### src/common/fetch_pkg.sv
package fetch_pkg;

    // address and instruction width
    localparam int xlen = 32;

    // one cache line holds eight instructions
    localparam int line_bits      = 256;
    localparam int words_per_line = line_bits / xlen;
    localparam int offset_bits    = 5;

    // burst memory moves 64 bits per beat
    localparam int beat_bits      = 64;
    localparam int beats_per_line = line_bits / beat_bits;
    localparam int beat_idx_bits  = $clog2(beats_per_line);

    localparam int order_bits = 64;

    // instruction queue
    localparam int queue_depth    = 32;
    localparam int queue_ptr_bits = $clog2(queue_depth);
    localparam int queue_cnt_bits = queue_ptr_bits + 1;

    localparam logic [xlen-1:0] reset_pc = 32'haaaaa000;

    // one queued instruction, order in the top bits
    typedef struct packed {
        logic [order_bits-1:0] order;
        logic [xlen-1:0]       pc;
        logic [xlen-1:0]       inst;
    } fetch_entry_t;

endpackage : fetch_pkg

### src/verilog/line_buffer.sv
`timescale 1ns/1ps

module line_buffer (
    input  logic                            clk,
    input  logic                            rst,

    input  logic                            load_i,
    input  logic [fetch_pkg::line_bits-1:0] line_i,
    input  logic [fetch_pkg::xlen-1:0]      tag_i,

    input  logic [fetch_pkg::xlen-1:0]      pc_i,
    output logic                            hit_o,
    output logic [fetch_pkg::xlen-1:0]      word_o
);

    logic                                                       valid_q;
    logic [fetch_pkg::xlen-fetch_pkg::offset_bits-1:0]          tag_q;
    logic [fetch_pkg::words_per_line-1:0][fetch_pkg::xlen-1:0]  line_q;
    logic [fetch_pkg::offset_bits-3:0]                          word_idx;

    always_ff @(posedge clk) begin
        if (rst) begin
            valid_q <= 1'b0;
        end else if (load_i) begin
            valid_q <= 1'b1;
        end
    end

    // tag keeps only the line address
    always_ff @(posedge clk) begin
        if (load_i) begin
            tag_q  <= tag_i[fetch_pkg::xlen-1:fetch_pkg::offset_bits];
            line_q <= line_i;
        end
    end

    assign word_idx = pc_i[fetch_pkg::offset_bits-1:2];

    assign hit_o  = valid_q && (tag_q == pc_i[fetch_pkg::xlen-1:fetch_pkg::offset_bits]);
    assign word_o = line_q[word_idx];

endmodule : line_buffer

### config.mk
export PLATFORM = sky130hd
export DESIGN_NAME = line_buffer
export DESIGN_NICKNAME = d
export VERILOG_FILES = /design/src/common/fetch_pkg.sv /design/src/verilog/line_buffer.sv
export SDC_FILE = /design/constraint.sdc
export NUM_CORES = 1
export LEC_CHECK = 0
export ABC_AREA = 1
export BUFFER_PORTS_ARGS = -buffer_cell sky130_fd_sc_hd__buf_2
export CORE_ASPECT_RATIO = 0.7
export CORE_MARGIN = 2
export CORE_UTILIZATION = 30
export CTS_CLUSTER_DIAMETER = 40
export DETAILED_ROUTE_END_ITERATION = 12
export GPL_TIMING_DRIVEN = 0
export SLEW_MARGIN = 30
export SYNTH_ARGS = -nofsm -noshare
export SYNTH_HDL_FRONTEND = slang
export SYNTH_SLANG_ARGS = --single-unit
### constraint.sdc
create_clock -name clk -period 1.7 [get_ports clk]
set_clock_uncertainty 0.05 [all_clocks]
set_input_delay 0.17 -clock clk [delete_from_list [all_inputs] [get_ports clk]]
set_output_delay 0.17 -clock clk [all_outputs]
set_load 0.02 [all_outputs]
# ---- Yosys cells after proc, flatten, opt, wreduce, memory -nomap -nowiden
# Index checks and enable logic that the tools add are counted.
dict set report totals {
  regBits 284
  input_bits 323
  output_inout_bits 33
  wordCells 15
}
dict set report classes {
  magnitude_cmp 1
  n_eq_ne 1
  mux 2
  n_reduce_logical 1
}
# operator count
set ops {}
lappend ops {{$bmux 32 s3} 1}
lappend ops {{$mux 32} 1}
lappend ops {{$eq 27x27->1} 1}
lappend ops {{$lt 3x4->1 const B} 1}
lappend ops {{$logic_and 1x1->1} 1}

# ---- Longest topological paths before layout
dict set report logic_depth {
  depth_word 2
  mapped_depth 9
  mapped_depth_nobuf 8
}

# ---- Worst setup path after synthesis
# Ideal clock, no wire load.
dict set report synth_path {
  path_kind {register to output}
  from {reg tag_q[1] (netlist bit)}
  to {out hit_o}
  arrival_time_ns 1.024
  t_required_ns 1.480
  setup_slack_ns 0.456
  path_stages_with_launch 8
  n_path_buf 0
  cell_sequence {edfxtp_1 nand2_1 nand2_1 nor2_1 nand2_1 nor2_1 nand2_1 nor2_1}
}
dict set report synth_via {
  elab_chain_cells 2
}
# item line_no
set synth_lines {}
lappend synth_lines {{start, declared} line_buffer.sv:17} ;# logic [fetch_pkg::xlen-fetch_pkg::offset_bits-1:0] tag_q;
lappend synth_lines {{start signal, assigned} line_buffer.sv:32} ;# tag_q <= tag_i[fetch_pkg::xlen-1:fetch_pkg::offset_bits];
lappend synth_lines {{$eq 27x27->1} line_buffer.sv:39} ;# assign hit_o = valid_q && (tag_q == pc_i[fetch_pkg::xlen-1:fetch_pkg::offset_bits]);
lappend synth_lines {{$logic_and 1x1->1} line_buffer.sv:39}
lappend synth_lines {{end, declared} line_buffer.sv:12} ;# output logic hit_o,
# No other way between the ends.

# ---- Worst setup path in the final report
dict set report layout_path {
  from {reg tag_q[25] (netlist bit)}
  to {out hit_o}
}
# The elaborated chain is that of the path after synthesis.

==> metrics.yaml <==
synthesis:
  synth-seq-cells: 284
  netlist_instances: 973
  ys_types: 17
  synth_top_family_by_area: "simple AND/OR/NAND/NOR gates"
  syn_area_per_cell_sq_um: 11.79
  ys_seq_area_share_pct: 74.27
  yosys.area_share.xor_xnor_pct: 0.07636
  muxShareOfSynthArea_pct: 0
  synth_compound_area_share_pct: 8.422
  mappedNetlistArea_sq_um: 11470
  syn-num-nets: 1296
  yosys.area_share.simple_pct: 12.84
  ys_warn_count: 0
  synthAdderAreaFrac_pct: 0
routing:
  antenna_left: 0
  drtPass1Iterations: 8
  drc: 0
  wl_um: 39900
  vias: 9809
  viasPerCell: 4.522
  wl_per_cell_um: 18.39
  dr.first_iter.drc_count: 605
cts:
  cts_tree: "yes"
  clock_sinks: 284
  cts_buffers: 40
  cts_setup_buffers: 0
  clk_latency_ns: 0.52
  htree_levels: 2
  clkTransAtPathRegs_ns: 0.06
  cts-root-buf: "clkbuf_16"
  cts_buffer_depth: 3
timing:
  grt_setup_unrepaired: "true"
  max_freq_mhz: 515.2
  max_slew.worst_pin.slew_ns: 0.6180
  fin_ws_ns: -0.2409
  period_needed_ns: 1.941
  hold_viol_final: 0
  setup_viol: 32
  slew_headroom_pct: 58.80
  drv_slew: 0
  finalCritPeriodShare_pct: 114.2
cells_and_area:
  utilization_pct: 48.88
  layout-drive-gt1-share_pct: 28.88
  final_common_cell: "buf_2"
  area_delta_synth_final_pct: 59.51
  num-nets-final: 1971
  layout_common_cells: "332 x buf_2, 284 x dlygate4sd3_1, 283 x edfxtp_1"
place:
  io_buffer_count: 346
  place_ws_ns: -0.3598
  hpwl_um: 25760
  gp_congestion: 0.8226
die:
  die_y_um: 167.6
  die_width_um: 237.7
  start_util_pct: 30.65
  rows: 59
  die-area_sq_um: 39840
  ios: 356
  core_area_sq_um: 37430
min_path:
  hold_class: "in -> reg"
  min-delay-start: "load_i"
pwr:
  powerDensity_nw_per_um2: 1029
  ir_drop_v: 0.0008371
  finalPower_uw: 18830
  p_leak_uw: 0.007657
critical_path:
  cp-startpoint: "tag_q[25]$_DFFE_PP_"
  crit_required_ns: 1.48
  r2r_start: "valid_q$_SDFFE_PP0P_"
  cp.arrival_ns: 1.72
  critPathMaxFanout: 2
  crit_path_start_kind: "flop"
  critPathCaptureType: "output port"
  critPathKind: "reg -> out"
status:
  violations: "negative setup slack"
  outcome: "finished with violations"
global_routing:
  track_usage_pct: 19.47
  grt_pass1_vias: 10310
  grt_max_degree: 93
  grt-ovfl-total: 0
  grt_pass1_wl_um: 58320
  antenna_found_initial: 3
run:
  cap_viol_max_count: 0
path summary, 6_finish.rpt:
| check | cells past startpoint | slack (ns) | to |
|---|---|---|---|
| max | 8 | -0.24 | hit_o |
| min | 1 | 0.02 | line_q[145]$_DFFE_PP_ |
| max reg2reg | 2 | 1.09 | valid_q$_SDFFE_PP0P_ |
| min reg2reg | 2 | 0.44 | valid_q$_SDFFE_PP0P_ |
worst max-delay path, stage by stage, from the launching register on:
cell and delay, ns:
edfxtp_1 0.41, nand2_1 0.10, nand2_1 0.06, nor2_1 0.10, nand2_1 0.07, nor2_1 0.11, nand2_1 0.09, nor2_1 0.10
buf_4 0.15
cell usage after synthesis (all sizes together):
cell    number  share of area [%]
buf         26                1.8
clkbuf      23               0.82
dfxtp        1               0.17
edfxtp     283                 74
inv         54                1.8
nand2      176                5.8
nand3        1              0.044
nor2       215                7.0
o21ai      193                8.4
xnor2        1              0.076
report_power, final:
| part | internal [uW] | total [uW] | switching [uW] | leakage [uW] |
|---|---|---|---|---|
| Clock | 4700 | 7960 | 3260 | 0.000602 |
| Combinational | 1170 | 2380 | 1210 | 0.00428 |
| Sequential | 8330 | 8490 | 161 | 0.00278 |
registers in the layout (all words and copies together) (netlist names):
register / flops
valid_q: 1
tag_q: 27
line_q: 256
metal layers:
metal,GRT usage [%],share of wire (%),vias to the layer above
met5,0,0,-
met4,6.672,3.2,0
met3,4.599,6.9,88
met2,32.57,48,404
met1,24.83,42,4610
li1,-,-,4707
through the flow:
stage                     hold slack [ns]  area, sq um   TNS, ns  cells
after global routing              0.02980        18290    -5.778   2168
after CTS                         0.01885        18190    -3.105   2164
after global placement             0.2805        13810  -1036.14   1807
after detailed placement           0.2965        13900    -15.36   1810
final                             0.02423        18300    -1.861   2169
after floorplan                    0.1924        11470         0    973
cell families (layout without fill, tap and decap cells):
kind of cell,count (synthesis),count (layout)
AND/OR/NAND/NOR,392,392
flip-flops,284,284
AO/OA/AOI/OAI,193,193
buffers and inverters,103,806
XOR/XNOR,1,1
other,0,5
cell type report:
cell class	count	area [sq um]
clock inverters	26	250.2
diodes	5	12.51
plain buffers	49	315.3
clock buffers	44	1016
flip-flops and latches	284	8518
well taps	488	610.6
inverters	54	202.7
multi-input cells	586	2544
fillers	3288	19130
repair buffers	633	4826
what timing repair did:
action,in CTS,in global routing
hold endpoints to repair,284,0
hold buffers,284,0
endpoints found under the setup margin,33,33
resized for setup,106,41
pin swaps,12,22
(Power assumes the default switching activity.)
