[config.mk]
export PLATFORM = sky130hd
export DESIGN_NAME = fetch_queue
export DESIGN_NICKNAME = d
export VERILOG_FILES = /design/src/common/fetch_pkg.sv /design/src/verilog/fetch_queue.sv
export SDC_FILE = /design/constraint.sdc
export NUM_CORES = 2
export LEC_CHECK = 0
export ABC_AREA = 1
export BUFFER_PORTS_ARGS = -buffer_cell sky130_fd_sc_hd__buf_2
export CAP_MARGIN = 20
export CORE_AREA = 4 4 645 647
export CTS_CLUSTER_DIAMETER = 100
export DETAILED_ROUTE_END_ITERATION = 10
export DIE_AREA = 0 0 649 651
export PLACE_DENSITY = 0.54
export SYNTH_ARGS = -nofsm -noshare
export SYNTH_HDL_FRONTEND = slang
export SYNTH_SLANG_ARGS = --single-unit
export TNS_END_PERCENT = 1
[constraint.sdc]
create_clock -name clk -period 15.9 [get_ports clk]
set_input_delay 2.385 -clock clk [delete_from_list [all_inputs] [get_ports clk]]
set_output_delay 2.385 -clock clk [all_outputs]
set_load 0.01 [all_outputs]
[src/common/fetch_pkg.sv]
package fetch_pkg;

    // address and instruction width
    localparam int xlen = 32;

    // one cache line holds eight instructions
    localparam int line_bits      = 256;
    localparam int words_per_line = line_bits / xlen;
    localparam int offset_bits    = 5;

    // burst memory moves 64 bits per beat
    localparam int beat_bits      = 64;
    localparam int beats_per_line = line_bits / beat_bits;
    localparam int beat_idx_bits  = $clog2(beats_per_line);

    localparam int order_bits = 64;

    // instruction queue
    localparam int queue_depth    = 32;
    localparam int queue_ptr_bits = $clog2(queue_depth);
    localparam int queue_cnt_bits = queue_ptr_bits + 1;

    localparam logic [xlen-1:0] reset_pc = 32'haaaaa000;

    // one queued instruction, order in the top bits
    typedef struct packed {
        logic [order_bits-1:0] order;
        logic [xlen-1:0]       pc;
        logic [xlen-1:0]       inst;
    } fetch_entry_t;

endpackage : fetch_pkg

[src/verilog/fetch_queue.sv]
`timescale 1ns/1ps

module fetch_queue (
    input  logic                   clk,
    input  logic                   rst,

    input  logic                   flush_i,

    input  logic                   enq_i,
    input  fetch_pkg::fetch_entry_t entry_i,

    input  logic                   deq_i,
    output fetch_pkg::fetch_entry_t entry_o,

    output logic                   full_o,
    output logic                   empty_o
);

    fetch_pkg::fetch_entry_t                 mem [fetch_pkg::queue_depth];
    logic [fetch_pkg::queue_ptr_bits-1:0]    wr_ptr_q;
    logic [fetch_pkg::queue_ptr_bits-1:0]    rd_ptr_q;
    logic [fetch_pkg::queue_cnt_bits-1:0]    count_q;
    logic                                    do_enq;
    logic                                    do_deq;

    // depth is a power of two, so the count msb means full
    assign full_o  = count_q[fetch_pkg::queue_ptr_bits];
    assign empty_o = (count_q == '0);

    assign do_enq = enq_i && (!full_o || deq_i);
    assign do_deq = deq_i && !empty_o;

    assign entry_o = mem[rd_ptr_q];

    always_ff @(posedge clk) begin
        if (rst || flush_i) begin
            wr_ptr_q <= '0;
            rd_ptr_q <= '0;
            count_q  <= '0;
        end else begin
            if (do_enq) begin
                wr_ptr_q <= wr_ptr_q + 1'b1;
            end
            if (do_deq) begin
                rd_ptr_q <= rd_ptr_q + 1'b1;
            end
            if (do_enq && !do_deq) begin
                count_q <= count_q + 1'b1;
            end else if (do_deq && !do_enq) begin
                count_q <= count_q - 1'b1;
            end
        end
    end

    always_ff @(posedge clk) begin
        if (do_enq) begin
            mem[wr_ptr_q] <= entry_i;
        end
    end

    a_no_overflow: assert property (@(posedge clk) disable iff (rst)
        (enq_i && full_o) |-> deq_i);

    a_no_underflow: assert property (@(posedge clk) disable iff (rst)
        deq_i |-> !empty_o);

endmodule : fetch_queue

# Word-level counts from Yosys, hierarchy flattened
# Memory sizes are Yosys's and may differ from the RTL's. A register that Yosys moved wholly into a read port is not among the register bits.
# Cells that the tools add are included.
# totals
register_bits	16
mem_bits_rw	4096
in_bits	133
out_inout_bits	130
wordCells	26
memories	1
# memory_table
name	depth	word_bits	read_ports	rd_clocked_by_memory_dff	write_ports	line_no	text
mem	32	128	1	1	1	fetch_queue.sv:19	fetch_pkg::fetch_entry_t mem [fetch_pkg::queue_depth];
# op_classes
addsub	4
muxes	6
reduce_logical	12
# ops
op	n
6-bit 2-to-1 mux	2
5-bit by 1-bit adder with 5-bit output, second input constant	2
5-bit 2-to-1 mux	2
6-bit by 1-bit adder with 6-bit output, second input constant	1
6-bit logical NOT	1
6-bit by 1-bit subtractor with 6-bit output, second input constant	1
1-bit logical AND	4
1-bit logical NOT	4
1-bit logical OR	2
1-bit 2-to-1 mux	2
2-bit nonzero test	1

# Depth between registers and ports, before layout
# depth
depth_word	7
mapped_depth	14

# Worst setup path after synthesis
# No wires, ideal clock.
# synth_path
kind	input port to flip-flop
start	input port deq_i
end	memory mem[0][0] (netlist bit) (enable)
setup_ns	0.617
arrival_time_ns	8.212
t_required_ns	15.283
path_slack_ns	7.071
cell_stages	4
n_path_buf	0
path_cell_list	o21ai_0 > inv_1 > nand2_1 > nor2_1
# synth_between
elab_chain_cells	4
# synth_lines
element	line_no	text
start, declared	fetch_queue.sv:12	input logic deq_i,
1-bit logical OR	fetch_queue.sv:30	assign do_enq = enq_i && (!full_o || deq_i);
1-bit logical AND	fetch_queue.sv:30	
net do_enq	fetch_queue.sv:23	logic do_enq;
1-bit 2-to-1 mux	fetch_queue.sv:56	if (do_enq) begin
1-bit 2-to-1 mux (not written as such)	fetch_queue.sv:57	mem[wr_ptr_q] <= entry_i;
end, declared	fetch_queue.sv:19	
# The timed path passes the listed nets, and every way through them passes these cells.

==> impl_metrics.ini <==
[outcome]
status = finished, final reports clean

[timing]
slew_headroom = 0.123
worst_slew_pin_slew_ns = 1.32
fin_skew_ns = 0.0636
fmax_mhz = 115
slew_viol_final = 0
setup_viol = 0
hold_viol_final = 0
rsz0062_at_grt = false
min_period_over_period = 0.548
final.min_clock_period_ns = 8.71
hold_slack_ns = 0.505
setup_tns_ns = 0

[logic_synthesis]
syn_inst = 13200
syn_area_per_cell_sq_um = 12.4
synth-warning-count = 0
syn_area_sq_um = 164000
syn_nets = 13400
yosysTopAreaCellShare = 0.751
ys_ff_latch = 4117
synth_cell_types = 24
synth_area_leaders = edfxtp_1, nand3_1, nand2_1
yosysSeqAreaShare = 0.754
yosys.area.top_type = edfxtp_1

[hold_path]
worstHoldPathCells = 2
hold_class = flip-flop to flip-flop

[setup_path]
start_kind = flip-flop
max_stage_delay_ns = 0.94
cp.required_ns = 13.52
crit_fanout = 247
path_class = flip-flop to output pin
cp_slowest_cell = buf_4
cpMostUsedCell = nand3_1
cp-end-kind = output pin
crit_path_cell_trace = inv_16, buf_4, buf_4, buf_4, nand2_1, nand3_1, nand3_1, nand3_1, nand3_1, nand2_1, buf_2
arrival_ns = 6.33
r2r_cells = 8

[routing]
vias = 105000
wirelength_um = 502000
avgRoutedWirePerCell_um = 26.3
routed_via_density = 5.51
drcViolationCount = 0
drt_iter0_drc = 10600
dr.pass1.iters = 6
ant_nets = 0

[global_routing]
grt_pass1_wl_um = 723000
track_usage = 0.231
grt_pass1_vias = 101000
grt.overflow.total = 0
grt_antenna_before_repair = 73
grt_max_degree = 248

[cts]
insertion_delay_ns = 1.03
cts_buffers = 437
clk_pin_slew_worst_paths_ns = 0.05
numClockSinks = 4117
htreeDepth = 5
cts_setup_buffers = 0
cts_buffer_depth = 4
cts_hold_buffers = 0
cts_tree = yes
clock-root-buffer = clkbuf_16
post_cts_resized = 0

[placed_design]
globalplace.congestion = 0.732
io_buffer_count = 262
dp_cells = 18300
hpwl_um = 233000

[floorplanning]
initial_core_util = 0.400
die_y_um = 651
design.portCount = 263
die_x_um = 649
core-area_sq_um = 410000
rows = 235
die_area_sq_um = 422000

[cells_and_area]
fin_util = 0.448
area_delta_synth_final_pct = 12.0
layout.cells.non_filler = 19100
fin_nets = 13400
drive_above_1_share = 0.0814

[power_and_ir_drop]
p_total_mw = 23.7
p_leak_nw = 63.2
irDropWorstVdd_mv = 0.0967
power.density_nw_per_um2 = 129

[run]
maxCapViolations = 0
-- synthesized netlist by cell type, drive strengths merged --
library cell and n:
nand2 4252, edfxtp 4096, nand3 3848, buf 750, clkbuf 130, nor2 49, inv 32, dfxtp 21
a21oi 14, o21ai 13, ha 10, xnor2 3, nand3b 2, nor3 2, xor2 2, fa 1
nand4 1
-- cell type report --
type | count | area (sq um)
clock buffer | 545 | 11400
tap | 5451 | 6820
fill | 36900 | 226000
inverter | 32 | 183
sequential | 4117 | 123000
timing repair buffer | 475 | 3330
antenna | 20 | 50.0
multi-input combinational | 8197 | 36000
clock inverter | 257 | 2140
-- registers in the layout, summed over array words and instances, names as in the netlist, named ones only --
register	flops
mem	4096
count_q	6
rd_ptr_q	5
wr_ptr_q	5
-- stage by stage --
stage | setup slack (ns) | area (sq um)
2_1_floorplan | 7.07 | 164000
3_3_place_gp | 8.22 | 170000
3_5_place_dp | 8.20 | 170000
4_1_cts | 7.15 | 183000
5_1_grt | 6.85 | 183000
6_report | 7.19 | 183000
-- per-layer routing --
metal  wire, um  part of all wire  track usage  vias up
li1           -                 -            -    47500
met1     216000              0.43        0.317    53500
met2     241000              0.48        0.387     3553
met3      32000             0.064       0.0320      742
met4      12800             0.026       0.0601       22
met5        128           0.00026            0        -
-- critical path, delay by kind of cell, from the launching register on --
kind | cells | cell delay (ns)
flip-flops | 1 | 0.60
AND/OR/NAND/NOR | 6 | 0.78
buffers and inverters | 5 | 3.54
-- report_power, final --
group / switching [mW] / internal (mW)
registers: 0.0227 / 12.0
logic: 1.41 / 0.509
clock network: 4.23 / 5.54
-- logic make-up (layout without fill, tap and decap cells) --
| family | Yosys count | after routing | share of synthesized area |
|---|---|---|---|
| compound gates | 27 | 27 | 0.000825 |
| fa+ha+maj | 11 | 11 | 0.000886 |
| simple gates | 8154 | 8154 | 0.216 |
| flops | 4117 | 4117 | 0.754 |
| buf+inv | 912 | 1309 | 0.0280 |
| xor+xnor | 5 | 5 | 0.000267 |
| other cells | 0 | 20 | 0 |
-- worst paths after layout --
path              slack, ns     endpoint        start
hold / removal         0.51    flip-flop  rd_ptr_q[4]
setup / recovery       7.19  entry_o[34]    flip-flop
hold reg to reg        0.51    flip-flop  rd_ptr_q[4]
setup reg to reg      10.83   mem[30][0]   count_q[5]
-- cells in the final DEF, fill, tap and decap left out, types with 9 or more instances in the layout --
| master | instances |
|---|---|
| clkbuf_16 | 441 |
| nand3_1 | 3848 |
| buf_2 | 262 |
| a21oi_1 | 14 |
| clkinv_1 | 106 |
| clkinv_2 | 89 |
| buf_12 | 29 |
| inv_1 | 26 |
| dfxtp_1 | 16 |
| nand2_1 | 4252 |
| ha_1 | 10 |
| buf_4 | 181 |
| nor2_4 | 31 |
| nor2_1 | 18 |
| inv_6 | 9 |
| diode_2 | 20 |
| clkbuf_1 | 104 |
| o21ai_0 | 13 |
| edfxtp_1 | 4096 |
| bufinv_16 | 28 |
(Power assumes the default switching activity.)
