<file path="src/common/fetch_pkg.sv">
package fetch_pkg;

    // address and instruction width
    localparam int xlen = 32;

    // one cache line holds eight instructions
    localparam int line_bits      = 256;
    localparam int words_per_line = line_bits / xlen;
    localparam int offset_bits    = 5;

    // burst memory moves 64 bits per beat
    localparam int beat_bits      = 64;
    localparam int beats_per_line = line_bits / beat_bits;
    localparam int beat_idx_bits  = $clog2(beats_per_line);

    localparam int order_bits = 64;

    // instruction queue
    localparam int queue_depth    = 32;
    localparam int queue_ptr_bits = $clog2(queue_depth);
    localparam int queue_cnt_bits = queue_ptr_bits + 1;

    localparam logic [xlen-1:0] reset_pc = 32'haaaaa000;

    // one queued instruction, order in the top bits
    typedef struct packed {
        logic [order_bits-1:0] order;
        logic [xlen-1:0]       pc;
        logic [xlen-1:0]       inst;
    } fetch_entry_t;

endpackage : fetch_pkg

</file>
<file path="src/verilog/fetch_ctrl.sv">
`timescale 1ns/1ps

module fetch_ctrl (
    input  logic                        clk,
    input  logic                        rst,

    input  logic                        redirect_i,
    input  logic [fetch_pkg::xlen-1:0]  redirect_pc_i,

    input  logic                        hit_i,
    input  logic [fetch_pkg::xlen-1:0]  word_i,
    input  logic                        refill_done_i,
    input  logic                        queue_full_i,

    output logic [fetch_pkg::xlen-1:0]  pc_o,
    output logic                        refill_req_o,
    output logic [fetch_pkg::xlen-1:0]  refill_addr_o,
    output logic                        enq_o,
    output fetch_pkg::fetch_entry_t     enq_entry_o
);

    logic [fetch_pkg::xlen-1:0]        pc_q;
    logic [fetch_pkg::order_bits-1:0]  order_q;
    logic                              pending_q;
    logic                              refill_req_q;
    logic [fetch_pkg::xlen-1:0]        refill_addr_q;
    logic                              miss_req;

    // a redirect cycle neither fetches nor requests
    assign miss_req = !hit_i && !pending_q && !redirect_i;
    assign enq_o    = hit_i && !queue_full_i && !redirect_i;

    assign enq_entry_o = '{
        order: order_q,
        pc:    pc_q,
        inst:  word_i
    };

    assign pc_o          = pc_q;
    assign refill_req_o  = refill_req_q;
    assign refill_addr_o = refill_addr_q;

    always_ff @(posedge clk) begin
        if (rst) begin
            pc_q         <= fetch_pkg::reset_pc;
            order_q      <= '0;
            pending_q    <= 1'b0;
            refill_req_q <= 1'b0;
        end else begin
            refill_req_q <= miss_req;

            // in-flight refill still finishes after a redirect
            if (miss_req) begin
                pending_q <= 1'b1;
            end else if (refill_done_i) begin
                pending_q <= 1'b0;
            end

            if (redirect_i) begin
                pc_q <= redirect_pc_i;
            end else if (enq_o) begin
                pc_q    <= pc_q + 32'd4;
                order_q <= order_q + 1'b1;
            end
        end
    end

    // line-aligned request address
    always_ff @(posedge clk) begin
        if (miss_req) begin
            refill_addr_q <= {pc_q[fetch_pkg::xlen-1:fetch_pkg::offset_bits],
                              {fetch_pkg::offset_bits{1'b0}}};
        end
    end

    a_redirect_aligned: assert property (@(posedge clk) disable iff (rst)
        redirect_i |-> redirect_pc_i[1:0] == 2'b00);

endmodule : fetch_ctrl

</file>
<file path="config.mk">
export PLATFORM = sky130hd
export DESIGN_NAME = fetch_ctrl
export DESIGN_NICKNAME = d
export VERILOG_FILES = /design/src/common/fetch_pkg.sv /design/src/verilog/fetch_ctrl.sv
export SDC_FILE = /design/constraint.sdc
export NUM_CORES = 1
export LEC_CHECK = 0
export ABC_AREA = 1
export ABC_CLOCK_PERIOD_IN_PS = 3810
export BUFFER_PORTS_ARGS = -buffer_cell sky130_fd_sc_hd__buf_2
export CAP_MARGIN = 20
export CELL_PAD_IN_SITES_DETAIL_PLACEMENT = 0
export CELL_PAD_IN_SITES_GLOBAL_PLACEMENT = 1
export CORE_UTILIZATION = 32
export CTS_BUF_LIST = sky130_fd_sc_hd__clkbuf_8
export DETAILED_ROUTE_END_ITERATION = 6
export HOLD_SLACK_MARGIN = 0.15
export PLACE_DENSITY_LB_ADDON = 0.08
export RECOVER_POWER = 50
export SYNTH_ARGS = -nofsm -noshare
export SYNTH_HDL_FRONTEND = slang
export SYNTH_SLANG_ARGS = --single-unit
</file>
<file path="constraint.sdc">
create_clock -name clk -period 3.81 [get_ports clk]
set_clock_uncertainty 0.15 [all_clocks]
set_input_delay 0.762 -clock clk [delete_from_list [all_inputs] [get_ports clk]]
set_output_delay 0.762 -clock clk [all_outputs]
set_load 0.1 [all_outputs]
</file>
# == Word-level counts from Yosys, hierarchy flattened ==
# Index checks and enable logic that the tools add are counted.
# totals
regBits,125
output_inout_bits,194
wordCells,23
input_bits,70
# classes
reduce_logical,11
bitwise_logic,1
n_mux,4
addsub,2
# op_table
cell,n
"adder 64 x 1 -> 64 bit, second input constant",1
two-way mux 32 bit,2
"adder 32 x 3 -> 32 bit, second input constant",1
logical AND 1 bit,4
logical NOT 1 bit,4
nonzero test 2 bit,2
two-way mux 1 bit,2
AND reduction 2 bit,1
NOT 1 bit,1

# == Logic depth before layout (Yosys ltp) ==
# depth
depth_word,5
ltp_mapped,12
mapped_depth_nobuf,11

# == Worst setup path after synthesis ==
# No wires, ideal clock.
# synth_path
path_kind,input -> register
from,input port redirect_i
to,"register refill_addr_q (netlist bit refill_addr_o[10]), enable pin"
cell_stages,3
setup_ns,0.447
required_ns,3.213
path_buffers,2
arrival_time_ns,3.051
path_slack_ns,0.162
cell_sequence,buf_6 > clkbuf_1 > nor3_1
# synth_between
elab_chain_len,2
# synth_lines
element,line_no,rtl
start: declaration,fetch_ctrl.sv:7,"input logic redirect_i,"
logical NOT 1 bit,fetch_ctrl.sv:30,assign miss_req = !hit_i && !pending_q && !redirect_i;
logical AND 1 bit,fetch_ctrl.sv:30,
named net miss_req,fetch_ctrl.sv:27,logic miss_req;
end signal: assignment,fetch_ctrl.sv:71,"refill_addr_q <= {pc_q[fetch_pkg::xlen-1:fetch_pkg::offset_bits],"
end: declaration,fetch_ctrl.sv:26,logic [fetch_pkg::xlen-1:0] refill_addr_q;
# The timed path passes the listed nets, and every way through them passes these cells.
# A chain may end at the register's enable or synchronous reset.

# == Worst setup path after layout ==
# layout_path
from,input port rst
to,register pc_q (netlist bit pc_o[8])
# layout_rtl
element,line_no,rtl
start: declaration,fetch_ctrl.sv:5,"input logic rst,"
end signal: assignment,fetch_ctrl.sv:45,pc_q <= fetch_pkg::reset_pc;
end signal: assignment,fetch_ctrl.sv:60,pc_q <= redirect_pc_i;
end signal: assignment,fetch_ctrl.sv:62,pc_q <= pc_q + 32'd4;
end: declaration,fetch_ctrl.sv:22,logic [fetch_pkg::xlen-1:0] pc_q;
# No word-level cell between the ends.

==> metrics <==
outcome finished, violations left; failing checks capacitance limit, slew limit; clock slew at reported path FFs 0.08 ns; Startpoint Class input port; Final Hold Fails 0; syn_area_per_cell 6.87 um2; Routed Antenna Nets 0; EDFF count, synth 27; library cells used by synthesis 40; Vias between 7000 and 8000; cell taking the most area after synthesis dfxtp_1; Worst Setup End Kind flip-flop; Final Critical Period 2.95 ns; # diodes 0; Total GRT Usage 0.217; Core Region 22100 um2; static power due to leakage 3.40 nW; Synth top area share 0.269; Starting Density 0.330; vias per cell 4.76; GR Overflow Total 0; Slowest cell on crit path clkbuf_1; Max Cap Viol 1; Top Family by Delay on Critical Path buffers and inverters; TNS Setup 0 ns; critical setup path kind input port to flip-flop; DRC Markers 0; post-CTS setup repair buffer count 0; Post-synth ARST share 0; part of the Yosys area used for sequential elements 0.380; Fmax 0.339 GHz; Port Buffers slightly below 200; most common cell in the synthesized netlist nand2_1; Hold Path Class flip-flop to flip-flop; Final setup viols 0; top post-synthesis cells by count nand2_1, nor2_1, inv_1; H-tree depth 4; initial antenna violation count 0; Max stage delay on crit path roughly 0.86 ns; NumNets Final 1269; Period Utilization, post-route 0.775; pre-CTS setup slack roughly 0.93 ns; first-pass GRT wire length 39000 um; CTS tree built; setup ws final 0.857 ns; VDD IR max 0.190 mV; pins over their slew limit 29; initial detailed-routing violation count 339; Placed Cells 1458; Die ar. 23400 um2; largest net degree at the start of global routing 35; crit path cell chain clkbuf_1 -> inv_1 -> clkbuf_2 -> o211ai_1 -> inv_1; clock buffer count from CTS 17; CP most frequent cell inv_1; RSZ-0062 raised after global routing no; Chip Width approximately 150 um; P&R area growth vs syn 15.2%; worst skew pair latency 0.45 ns; CTS max path bufs 2; Initial DRT Pass Iterations 5; clk root buf clkbuf_8; Power per Cell Area 400 nW/um2; Slew @ Worst Pin approximately 1.6 ns; WP depth 5; Slew headroom -0.0678; R2R depth 4; detailed-route wire length per cell ~17 um; Rows 54; io pins 264; CP arrival 3.14 ns; share of layout cells above drive strength 1 0.188; # resized after CTS 0; post-route insts no fill 1490; HPWL after DPL between 15000 and 20000 um; Yosys reg bits 125; Hold Buf Count CTS 0; Min-Delay Path Depth 2; Mapped Area 7300 um2; CTS sink count 125; Main synth FF type dfxtp_1; YS warnings 0; WP data required approximately 4 ns; largest cells by area after synthesis dfxtp_1, nand2_1, edfxtp_1, nor2_1, buf_4; die height between 150 and 200 um; vias in the first global route 6892; Syn Inst Count 1063; WP buf/inv 4; crit-path max FO 32; Routed WL ~25000 um; Final Wtd Congestion roughly 0.88
[sequential cells by signal (all words and copies together) (netlist names)]
signal         cells
order_q           64
pc_o              32
refill_addr_o     27
pending_q          1
refill_req_o       1
[cells in the final DEF (no fill, tap or decap), types with 3 or more instances in the layout]
cell and n:
a21oi_1 51, a31oi_1 11, buf_2 157, bufinv_16 3, clkbuf_1 40, clkbuf_2 3, clkbuf_8 17, clkinvlp_4 4
conb_1 5, dfxtp_1 98, edfxtp_1 27, inv_1 132, nand2_1 241, nand2_2 3, nand3_1 65, nand3_2 8
nand3b_1 5, nand4_1 28, nor2_1 170, nor2_2 13, nor2_4 8, nor3_1 19, nor3b_1 3, o211ai_1 4
o21ai_0 47, xnor2_1 7, xor2_1 15
[worst reg2reg max path, delay by kind of cell (launching register included)]
kind | cells | cell delay (ns)
AND/OR/NAND/NOR | 1 | 0.18
AO/OA/AOI/OAI | 1 | 0.18
flip-flops | 1 | 0.32
buffers and inverters | 2 | 1.35
[per-layer routing]
| metal | vias to the layer above | track usage | part of all wire |
|---|---|---|---|
| met5 | - | 0 | 0 |
| met4 | 0 | 0.0697 | 0.019 |
| met3 | 31 | 0.0371 | 0.042 |
| met2 | 215 | 0.391 | 0.51 |
| met1 | 3236 | 0.260 | 0.43 |
| li1 | 3615 | - | - |
[per-stage QoR]
step                      power, W  hold WS, ns   util  cell area, um2
after CTS                  0.00341        0.336  0.384            8480
after floorplan            0.00222        0.294      -            7310
final                      0.00336        0.329  0.381            8410
after global routing       0.00349        0.339  0.381            8410
after detailed placement   0.00216        0.325  0.366            8080
after global placement     0.00216        0.321  0.366            8080
[report_power, final]
group / switching (W) / total [W] / leakage [nW] / internal [W]
combinational: 0.000585 / 0.000672 / 2.15 / 0.0000870
clock: 0.000602 / 0.00125 / 0.197 / 0.000645
sequential: 0.0000515 / 0.00144 / 1.05 / 0.00139
total: 0.00124 / 0.00336 / 3.40 / 0.00213
[path summary, 6_finish.rpt]
check	startpoint	to	slack, ns
worst max register to register	pending_q	pending_q	1.56
worst max-delay path	rst	pc_o[8]	0.86
worst min register to register	pending_q	pending_q	0.33
worst min-delay path	pending_q	pending_q	0.33
[area by class of cell]
class	instances	area (um2)
clock inverters	15	173
clock buffers	17	234
multi-input cells	719	3420
repair buffers	201	958
fillers	2462	13700
inverters	133	499
well taps	280	350
flip-flops and latches	125	2770
[kinds of logic (layout without fill, tap and decap cells)]
| kind of cell | Yosys count | count (layout) | synth area share |
|---|---|---|---|
| other | 1 | 5 | 0.000514 |
| buffers and inverters | 223 | 366 | 0.153 |
| and+or+nand+nor | 567 | 567 | 0.345 |
| adders and majority gates | 2 | 2 | 0.00343 |
| DFF | 125 | 125 | 0.380 |
| xor gates and xnor gates | 22 | 22 | 0.0264 |
| AOI/OAI and AO/OA | 123 | 123 | 0.0922 |
No activity file was read; power rests on OpenSTA's default activity.
