### config.mk
export PLATFORM = sky130hd
export DESIGN_NAME = line_refill
export DESIGN_NICKNAME = d
export VERILOG_FILES = /design/src/common/fetch_pkg.sv /design/src/verilog/line_refill.sv
export SDC_FILE = /design/constraint.sdc
export NUM_CORES = 1
export LEC_CHECK = 0
export ABC_AREA = 1
export BUFFER_PORTS_ARGS = -buffer_cell sky130_fd_sc_hd__buf_2
export CAP_MARGIN = 20
export CORE_AREA = 10 10 167 169
export DETAILED_ROUTE_END_ITERATION = 10
export DIE_AREA = 0 0 177 179
export GPL_TIMING_DRIVEN = 1
export HOLD_SLACK_MARGIN = 0.12
export MAX_ROUTING_LAYER = met4
export PLACE_DENSITY = 0.75
export SLEW_MARGIN = 20
export SYNTH_ARGS = -nofsm -noshare
export SYNTH_HDL_FRONTEND = slang
export SYNTH_SLANG_ARGS = --single-unit
### constraint.sdc
create_clock -name clk -period 3 [get_ports clk]
set_input_delay 0.3 -clock clk [delete_from_list [all_inputs] [get_ports clk]]
set_output_delay 0.3 -clock clk [all_outputs]
set_load 0.02 [all_outputs]
### src/common/fetch_pkg.sv
package fetch_pkg;

    // address and instruction width
    localparam int xlen = 32;

    // one cache line holds eight instructions
    localparam int line_bits      = 256;
    localparam int words_per_line = line_bits / xlen;
    localparam int offset_bits    = 5;

    // burst memory moves 64 bits per beat
    localparam int beat_bits      = 64;
    localparam int beats_per_line = line_bits / beat_bits;
    localparam int beat_idx_bits  = $clog2(beats_per_line);

    localparam int order_bits = 64;

    // instruction queue
    localparam int queue_depth    = 32;
    localparam int queue_ptr_bits = $clog2(queue_depth);
    localparam int queue_cnt_bits = queue_ptr_bits + 1;

    localparam logic [xlen-1:0] reset_pc = 32'haaaaa000;

    // one queued instruction, order in the top bits
    typedef struct packed {
        logic [order_bits-1:0] order;
        logic [xlen-1:0]       pc;
        logic [xlen-1:0]       inst;
    } fetch_entry_t;

endpackage : fetch_pkg

### src/verilog/line_refill.sv
`timescale 1ns/1ps

module line_refill (
    input  logic                           clk,
    input  logic                           rst,

    input  logic                           refill_req_i,
    input  logic [fetch_pkg::xlen-1:0]     refill_addr_i,

    input  logic                           bmem_ready_i,
    input  logic [fetch_pkg::xlen-1:0]     bmem_raddr_i,
    input  logic [fetch_pkg::beat_bits-1:0] bmem_rdata_i,
    input  logic                           bmem_rvalid_i,
    output logic [fetch_pkg::xlen-1:0]     bmem_addr_o,
    output logic                           bmem_read_o,

    output logic                           refill_done_o,
    output logic [fetch_pkg::line_bits-1:0] refill_line_o,
    output logic [fetch_pkg::xlen-1:0]     refill_tag_o
);

    typedef enum logic [1:0] {
        st_idle,
        st_request,
        st_collect
    } state_t;

    state_t                                  state_q;
    logic [fetch_pkg::beat_idx_bits-1:0]     beat_cnt_q;
    logic                                    done_q;
    logic [fetch_pkg::xlen-1:0]              addr_q;
    logic [fetch_pkg::beats_per_line-1:0][fetch_pkg::beat_bits-1:0] line_q;
    logic                                    beat_ok;

    // only beats that answer our own request
    assign beat_ok = (state_q == st_collect) && bmem_rvalid_i && (bmem_raddr_i == addr_q);

    assign bmem_read_o   = (state_q == st_request) && bmem_ready_i;
    assign bmem_addr_o   = addr_q;
    assign refill_done_o = done_q;
    assign refill_line_o = line_q;
    assign refill_tag_o  = addr_q;

    always_ff @(posedge clk) begin
        if (rst) begin
            state_q    <= st_idle;
            beat_cnt_q <= '0;
            done_q     <= 1'b0;
        end else begin
            done_q <= 1'b0;
            case (state_q)
                st_idle: begin
                    if (refill_req_i) begin
                        state_q <= st_request;
                    end
                end
                st_request: begin
                    if (bmem_ready_i) begin
                        state_q    <= st_collect;
                        beat_cnt_q <= '0;
                    end
                end
                st_collect: begin
                    if (beat_ok) begin
                        beat_cnt_q <= beat_cnt_q + 1'b1;
                        // last beat of the line
                        if (&beat_cnt_q) begin
                            state_q <= st_idle;
                            done_q  <= 1'b1;
                        end
                    end
                end
                default: state_q <= st_idle;
            endcase
        end
    end

    always_ff @(posedge clk) begin
        if (state_q == st_idle && refill_req_i) begin
            addr_q <= refill_addr_i;
        end
        if (beat_ok) begin
            line_q[beat_cnt_q] <= bmem_rdata_i;
        end
    end

    a_no_req_busy: assert property (@(posedge clk) disable iff (rst)
        refill_req_i |-> state_q == st_idle);

    a_no_beat_idle: assert property (@(posedge clk) disable iff (rst)
        bmem_rvalid_i |-> state_q == st_collect);

endmodule : line_refill
* Word-level counts from Yosys, hierarchy flattened
Cells that the tools add are included.
Storage, ports and cells: word-level logic and storage cells 43, bits in registers 293, input bits 133, output and inout bits 322
Cells by class: add/subtract/negate cells 1, muxes and demuxes 12, reductions and logical operators 11, bitwise operators 2, magnitude comparators 2, equality and inequality tests 7
Operators by type and width (count):
- bitwise mux 256 bit | 1
- demux 64 bit (select 2 bit) | 1
- 2-to-1 mux 64 bit | 1
- equality test 32 bit | 1
- 2-to-1 mux 2 bit | 6
- != test 2 bit, second input constant | 3
- one-hot mux 2 bit (3 select lines) | 1
- logical AND 1 bit | 5
- one-hot mux 2 bit (2 select lines) | 1
- AND reduction 4 bit | 1
- less-than comparator 2 x 3 -> 1 bit, second input constant | 1
- AND reduction 3 bit | 1
- OR reduction 3 bit | 1
- adder 2 x 1 -> 2 bit, second input constant | 1
- equality test 2 x 1 -> 1 bit, second input constant | 1
- equality test 2 bit, second input constant | 1
- greater-or-equal comparator 2 x 1 -> 1 bit, second input constant | 1
- zero test 2 bit | 1
- != test 2 x 1 -> 1 bit, second input constant | 1
- inverter 1 bit | 2
- AND reduction 2 bit | 1
- nonzero test 2 bit | 1
- 2-to-1 mux 1 bit | 1

* Longest topological paths before layout
Gate-level depths: netlist (run 1).
depth after elaboration 5, depth in mapped cells 13, depth with buffers taken out 13

* Worst setup path after synthesis (run 1)
No wires, ideal clock.
path kind flip-flop to flip-flop, start point reg addr_q (netlist bit bmem_addr_o[30]), end point reg line_q (netlist bit refill_line_o[0]) (enable), clock period less this slack 3.208 ns, required time 2.571 ns, buffers on the path 0, setup slack -0.208 ns, library setup time 0.429 ns, stages on the path, launching flop included 7, arrival 2.778 ns, cells stage by stage edfxtp_1 > xor2_1 > a21oi_1 > nor3b_1 > nand2_1 > nor2_2 > and3_1
On the way: cells in the longest elaborated chain, start to end 2
RTL lines:
- start: declaration | RTL line line_refill.sv:31 | logic [fetch_pkg::xlen-1:0] addr_q;
- start signal: assignment | RTL line line_refill.sv:80 | addr_q <= refill_addr_i;
- equality test 32 bit | RTL line line_refill.sv:36 | assign beat_ok = (state_q == st_collect) && bmem_rvalid_i && (bmem_raddr_i == addr_q);
- logical AND 1 bit | RTL line line_refill.sv:36
- end signal: indexed assignment | RTL line line_refill.sv:83 | line_q[beat_cnt_q] <= bmem_rdata_i;
- end: declaration | RTL line line_refill.sv:32 | logic [fetch_pkg::beats_per_line-1:0][fetch_pkg::beat_bits-1:0] line_q;
No other way between the ends. A chain may end at the register's enable or synchronous reset.

* Worst setup path after layout (run 1)
start point reg addr_q (netlist bit bmem_addr_o[30]), end point reg line_q (netlist bit refill_line_o[185]) (enable)
The elaborated chain is that of the path after synthesis.

==> results.cfg, run 1 <==
[run_status]
status = completed

[cells_and_area]
area_delta_synth_final_pct = 44.70
layout-drive-gt1-share = 0.4410
fin_nets = 1292
final_area_sq_mm = 0.01471
nFillCells = 1853

[clocking]
post-cts-setup-buffer-count = 0
ctsLongestPathBuffers = 3
clock-root-buffer = clkbuf_16
clock_latency_ns = 0.54
cts.clk_slew.worst_paths_ns = 0.06
cts_num_sinks = 293
cts_made_buffers = 28
cts_max_level = 1
cts_tree = built

[sta]
tightest_slew_ns = 0.5848
setup_viol = 0
min_period_ns = 2.417
fin_crit_sh = 0.8057
hold-worst-slack_ns = 0.2222
rsz0062_at_grt = no
tns_ns = 0
relSlewSlack = 0.6101
hold_viol = 0
slew_violations = 0
setup_ws_ns = 0.5829
skew_ns = 0.009133
max_freq_mhz = 413.7

[worst_setup_path]
cp-end-kind = register
critPathSlowestCell = buf_4
slowest_delay_ns = 0.46
path_delay_family = simple AND/OR/NAND/NOR gates
crit_arrival_ns = 2.59
crit_path_max_fanout = 38
start_kind = register
path_class = reg -> reg
rr_endpoint = refill_line_o[185]
r2r_setup_slack_ns = 0.58
cp_cell_sequence = xor2_1 -> a21oi_1 -> nor3b_1 -> nand2_1 -> nor2_2 -> and3_2 -> buf_4
worstPathRequired_ns = 3.18
r2r_start = bmem_addr_o[30]
cp_num_buf_inv = 1
r2r.worst_path.cells = 7

[detailed_routing]
drt_iter0_markers = 595
num_vias = 6988
drt_first_pass_iters = 6
drc_errors = 0
wl_per_cell_um = 21.02
ant_nets = 0
finalWirelength_um = 31720
viasPerCell = 4.631

[yosys]
synth_sequential_area_ratio = 0.8604
synthesis.nets = 733
synth_area_leaders = edfxtp_1 (85%), nand2_1 (3.5%), inv_1 (2.5%)
syn-instance-count = 596
synth-seq-cells = 293
synth_warnings = 0
synth.avg_cell_area_sq_um = 17.06
syn_area_sq_mm = 0.01017
synth_top_area_frac = 0.8506
synth_top_area_cell = edfxtp_1
ys_types = 23

[global_routing]
grt_pass1_wl_um = 44620
grt_max_degree = 65
antenna_found_initial = 2
grt.total_usage = 0.1924
grt-ovfl-total = 0
grt_pass1_vias = 7204

[run]
maxCapViolations = 0

[placement]
io_buffers = 454
pre_cts_slack_ns = 0.5908
placed_area_sq_mm = 0.01272
gp_congestion = 0.9051
dp_hpwl_um = 22640

[die]
die_y_um = 179
core_sq_mm = 0.02475
die_w_um = 177
rows = 58
start_util = 0.4109
dieArea_sq_mm = 0.03168
io_pins = 455

[power_and_ir_drop]
ir_drop_mv = 0.5948
powerDensity_mw_per_mm2 = 602.3
p_total_mw = 8.861
p_leak_nw = 6.199

[min_path]
hold_start = bmem_raddr_i[0]
hold_class = in -> reg
hold_depth = 6
hold_path_end = refill_done_o
cell type report:
type                            instances  area [sq um]  share of cell area
Inverter                               69         259.0             0.01761
Tap cell                              330         412.9             0.02807
Sequential cell                       293          8748              0.5947
Clock buffer                           31         711.9             0.04839
Clock inverter                         21         282.8             0.01922
Antenna cell                            2         5.005           0.0003402
Timing Repair Buffer                  561          3361              0.2284
Multi-Input combinational cell        202         930.9             0.06328
stage by stage:
| stage | util | cells |
|---|---|---|
| 2_1_floorplan | - | 596 |
| 3_3_place_gp | 0.5141 | 1356 |
| 3_5_place_dp | 0.5141 | 1356 |
| 4_1_cts | 0.5943 | 1507 |
| 5_1_grt | 0.5945 | 1509 |
| 6_report | 0.5945 | 1509 |
repair_timing:
| action | 4_1_cts | 5_1_grt |
|---|---|---|
| hold buffers | 99 | 0 |
| endpoints found under the setup margin | 0 | 0 |
| gates resized for setup | 0 | 0 |
| hold endpoints to repair | 293 | 0 |
flip-flops by register name, summed over array words and instances, names as in the netlist:
name and cells:
beat_cnt_q 2, state_q 2, refill_done_o 1, bmem_addr_o 32, refill_line_o 256
worst reg2reg max path, stage by stage, from the launching register on:
cell and delay, ns:
edfxtp_1 0.43, xor2_1 0.23, a21oi_1 0.14, nor3b_1 0.22, nand2_1 0.11, nor2_2 0.19, and3_2 0.22, buf_4 0.46
synth_stat cells:
cell,instances
edfxtp_1,288
nand2_1,96
inv_1,68
nor2_1,50
buf_4,32
nor3_1,10
o21ai_1,6
dfxtp_1,5
nand3_1,5
nor2_2,5
a21oi_1,4
ha_1,4
nand4_1,4
xor2_1,4
and3_1,3
nand2_2,2
nor3b_1,2
o21ai_0,2
xnor2_1,2
and2_1,1
inv_2,1
nand3_2,1
nor4b_2,1
logic make-up after synthesis:
| logic type | after synthesis | synth area share |
|---|---|---|
| XOR/XNOR | 6 | 0.005169 |
| buffers and inverters | 101 | 0.04910 |
| flip-flops | 293 | 0.8604 |
| AND/OR/NAND/NOR | 180 | 0.07445 |
| adder cells (fa/ha/maj) | 4 | 0.004923 |
| AO/OA/AOI/OAI | 12 | 0.005907 |
worst max-delay path by stage:
stage                    start                 end  cells after the start
2_1_floorplan  bmem_addr_o[30]  refill_line_o[192]                      7
5_1_grt        bmem_addr_o[30]  refill_line_o[185]                      7
4_1_cts        bmem_addr_o[31]  refill_line_o[185]                      9
3_3_place_gp   bmem_addr_o[24]  refill_line_o[179]                      6
3_5_place_dp   bmem_addr_o[24]  refill_line_o[185]                      6
6_report       bmem_addr_o[30]  refill_line_o[185]                      7
cell usage in the layout, fill, tap and decap left out:
master,synthesis,routed
buf_2,0,454
clkbuf_1,0,3
clkinv_4,0,1
edfxtp_1,288,288
and2_1,1,1
dfxtp_1,5,5
nor4b_2,1,1
nor3b_1,2,2
buf_12,0,3
xnor2_1,2,2
inv_6,0,1
clkbuf_16,0,28
clkinvlp_4,0,1
nand3_2,1,1
nor3_1,10,10
nand3_1,5,5
clkinv_2,0,5
diode_2,0,2
and3_2,0,1
bufinv_16,0,6
inv_2,1,2
ha_1,4,4
nor2_1,50,50
xor2_1,4,4
clkinv_16,0,1
o21ai_0,2,2
o21ai_1,6,6
and3_4,0,2
a21oi_1,4,4
inv_1,68,67
buf_4,32,5
nand4_1,4,4
clkinv_1,0,6
nand2_1,96,96
dlygate4sd3_1,0,99
nor2_2,5,5
nand2_2,2,2
metal layers:
| metal | share of wire | GRT usage |
|---|---|---|
| met1 | 0.36 | 0.2130 |
| met2 | 0.52 | 0.3310 |
| met3 | 0.092 | 0.04823 |
| met4 | 0.031 | 0.07075 |
| met5 | 0 | - |
power breakdown:
part	switching, mW	leakage (nW)	internal, mW
sequential	0.0381	2.65	4.54
clock	1.49	0.483	2.24
combinational	0.317	3.07	0.237
total	1.85	6.20	7.01
Note: power is estimated with default switching activity, not from simulation.
==> run 2: changes to the inputs <==
--- a/config.mk
+++ b/config.mk
@@ -8,13 +8,13 @@
 export ABC_AREA = 1
 export BUFFER_PORTS_ARGS = -buffer_cell sky130_fd_sc_hd__buf_2
 export CAP_MARGIN = 20
-export CORE_AREA = 10 10 167 169
+export CORE_AREA = 10 10 168 170
 export DETAILED_ROUTE_END_ITERATION = 10
-export DIE_AREA = 0 0 177 179
+export DIE_AREA = 0 0 178 180
 export GPL_TIMING_DRIVEN = 1
 export HOLD_SLACK_MARGIN = 0.12
 export MAX_ROUTING_LAYER = met4
-export PLACE_DENSITY = 0.75
+export PLACE_DENSITY = 0.71
 export SLEW_MARGIN = 20
 export SYNTH_ARGS = -nofsm -noshare
 export SYNTH_HDL_FRONTEND = slang
==> constraint.sdc (replaced) <==
create_clock -name clk -period 2.46 [get_ports clk]
set_input_delay 0.246 -clock clk [delete_from_list [all_inputs] [get_ports clk]]
set_output_delay 0.246 -clock clk [all_outputs]
set_load 0.02 [all_outputs]
==> results.cfg, run 2 (same netlist as run 1, synthesis figures left out) <==
[worst_setup_path]
path_class = reg -> reg
worstPathRequired_ns = 2.69
cp.depth = 7
cp-end-kind = register
cp_num_buf_inv = 2
start_kind = register
crit_arrival_ns = 2.50
critPathSlowestCell = edfxtp_1
path_delay_family = simple AND/OR/NAND/NOR gates
crit_path_max_fanout = 25
slowest_delay_ns = 0.42
r2r.worst_path.cells = 7
cp_cell_sequence = xnor2_1 -> nor4b_2 -> nand2_1 -> nor2_2 -> nand3_2 -> clkinvlp_4 -> buf_12

[sta]
rsz0062_at_grt = no
tns_ns = 0
min_period_ns = 2.270
fin_crit_sh = 0.9228
hold_viol = 0
tightest_slew_ns = 0.4529
max_freq_mhz = 440.5
skew_ns = 0.02104
slew_violations = 0
setup_viol = 0
relSlewSlack = 0.6981

[detailed_routing]
wl_per_cell_um = 21.36
ant_nets = 0
drt_iter0_markers = 488
drt_first_pass_iters = 4
viasPerCell = 4.569
drc_errors = 0
finalWirelength_um = 32300
num_vias = 6909

[global_routing]
grt_util_met2 = 0.3481
grt-ovfl-total = 0
globalRouteMet1Util = 0.2101
grt_pass1_wl_um = 46540
antenna_found_initial = 0
grt.total_usage = 0.1962
grt_max_degree = 51
grt_pass1_vias = 7259
grtUsageMet3 = 0.04925
top_usage_layer = met2

[clocking]
ctsLongestPathBuffers = 3
cts_made_buffers = 29
cts_num_sinks = 293
clock_latency_ns = 0.56
post-cts-setup-buffer-count = 0
cts_max_level = 1
cts_tree = built
cts.clk_slew.worst_paths_ns = 0.06
clock-root-buffer = clkbuf_16

[cells_and_area]
final_common_cell = buf_2
diodes = 0
fin_nets = 1296
layout-drive-gt1-share = 0.4442
multi_input_area_sq_um = 935.9
nFillCells = 1839
layout_common_cells = buf_2 (454), edfxtp_1 (288), dlygate4sd3_1 (100)
largest_reg_flops = 256
area_delta_synth_final_pct = 45.11
seq_area_sq_mm = 0.008748

[placement]
gp_congestion = 0.8605
io_buffers = 454
dp_hpwl_um = 22800

[run_status]
status = completed

[die]
die_y_um = 180
start_util = 0.4085
core_sq_mm = 0.02489
die_w_um = 178
dieArea_sq_mm = 0.03204
io_pins = 455
rows = 58

[min_path]
hold_depth = 6
hold_class = in -> reg

[power_and_ir_drop]
p_leak_nw = 6.199
p_total_mw = 10.57
powerDensity_mw_per_mm2 = 716.2
ir_drop_mv = 0.9226

[run]
maxCapViolations = 0
[run 2: worst paths after layout]
path	slack, ns	start	endpoint
worst max register to register	0.19	bmem_addr_o[24]	refill_line_o[193]
worst min-delay path	0.18	bmem_raddr_i[0]	refill_done_o
worst max-delay path	0.19	bmem_addr_o[24]	refill_line_o[193]
worst min register to register	0.53	beat_cnt_q[1]	beat_cnt_q[1]
[run 2: report_power, final]
group / switching [mW] / internal [mW]
clock: 1.91 / 2.40
sequential: 0.0439 / 5.53
combinational: 0.388 / 0.291
total: 2.34 / 8.23
[run 2: area by class of cell]
type / count / share of cell area
flip-flops and latches: 293 / 0.5929
inverters: 69 / 0.01781
clock buffers: 30 / 0.04944
repair buffers: 564 / 0.2343
clock inverters: 24 / 0.01408
well taps: 330 / 0.02798
multi-input cells: 202 / 0.06343
[run 2: timing repair]
item,CTS,global route
setup endpoints to repair,0,50
hold buffers,100,0
hold endpoints to repair,293,0
gates resized for setup,0,2
[run 2: stage by stage]
stage / instance area [sq um] / util / hold WS [ns] / worst slack, ns / cells
6_report: 14750 / 0.5927 / 0.1791 / 0.1900 / 1512
5_1_grt: 14750 / 0.5927 / 0.2193 / 0.02368 / 1512
4_1_cts: 14720 / 0.5914 / 0.1523 / 0.1612 / 1511
3_5_place_dp: 12780 / 0.5135 / 0.4241 / 0.2049 / 1357
3_3_place_gp: 12780 / 0.5135 / 0.4225 / 0.2525 / 1357
2_1_floorplan: 10170 / - / 0.3129 / -0.03700 / 596
[run 2: worst register-to-register path: cells and delay by family, from the launching register on]
kind / cells / cell delay, ns
XOR/XNOR: 1 / 0.41
buffers and inverters: 2 / 0.39
flip-flops: 1 / 0.42
AND/OR/NAND/NOR: 4 / 0.68
[run 2: per-layer routing]
metal	up-vias	part of all wire
met5	-	0
met4	0	0.026
met1	3302	0.36
met2	363	0.53
li1	3191	-
met3	53	0.092
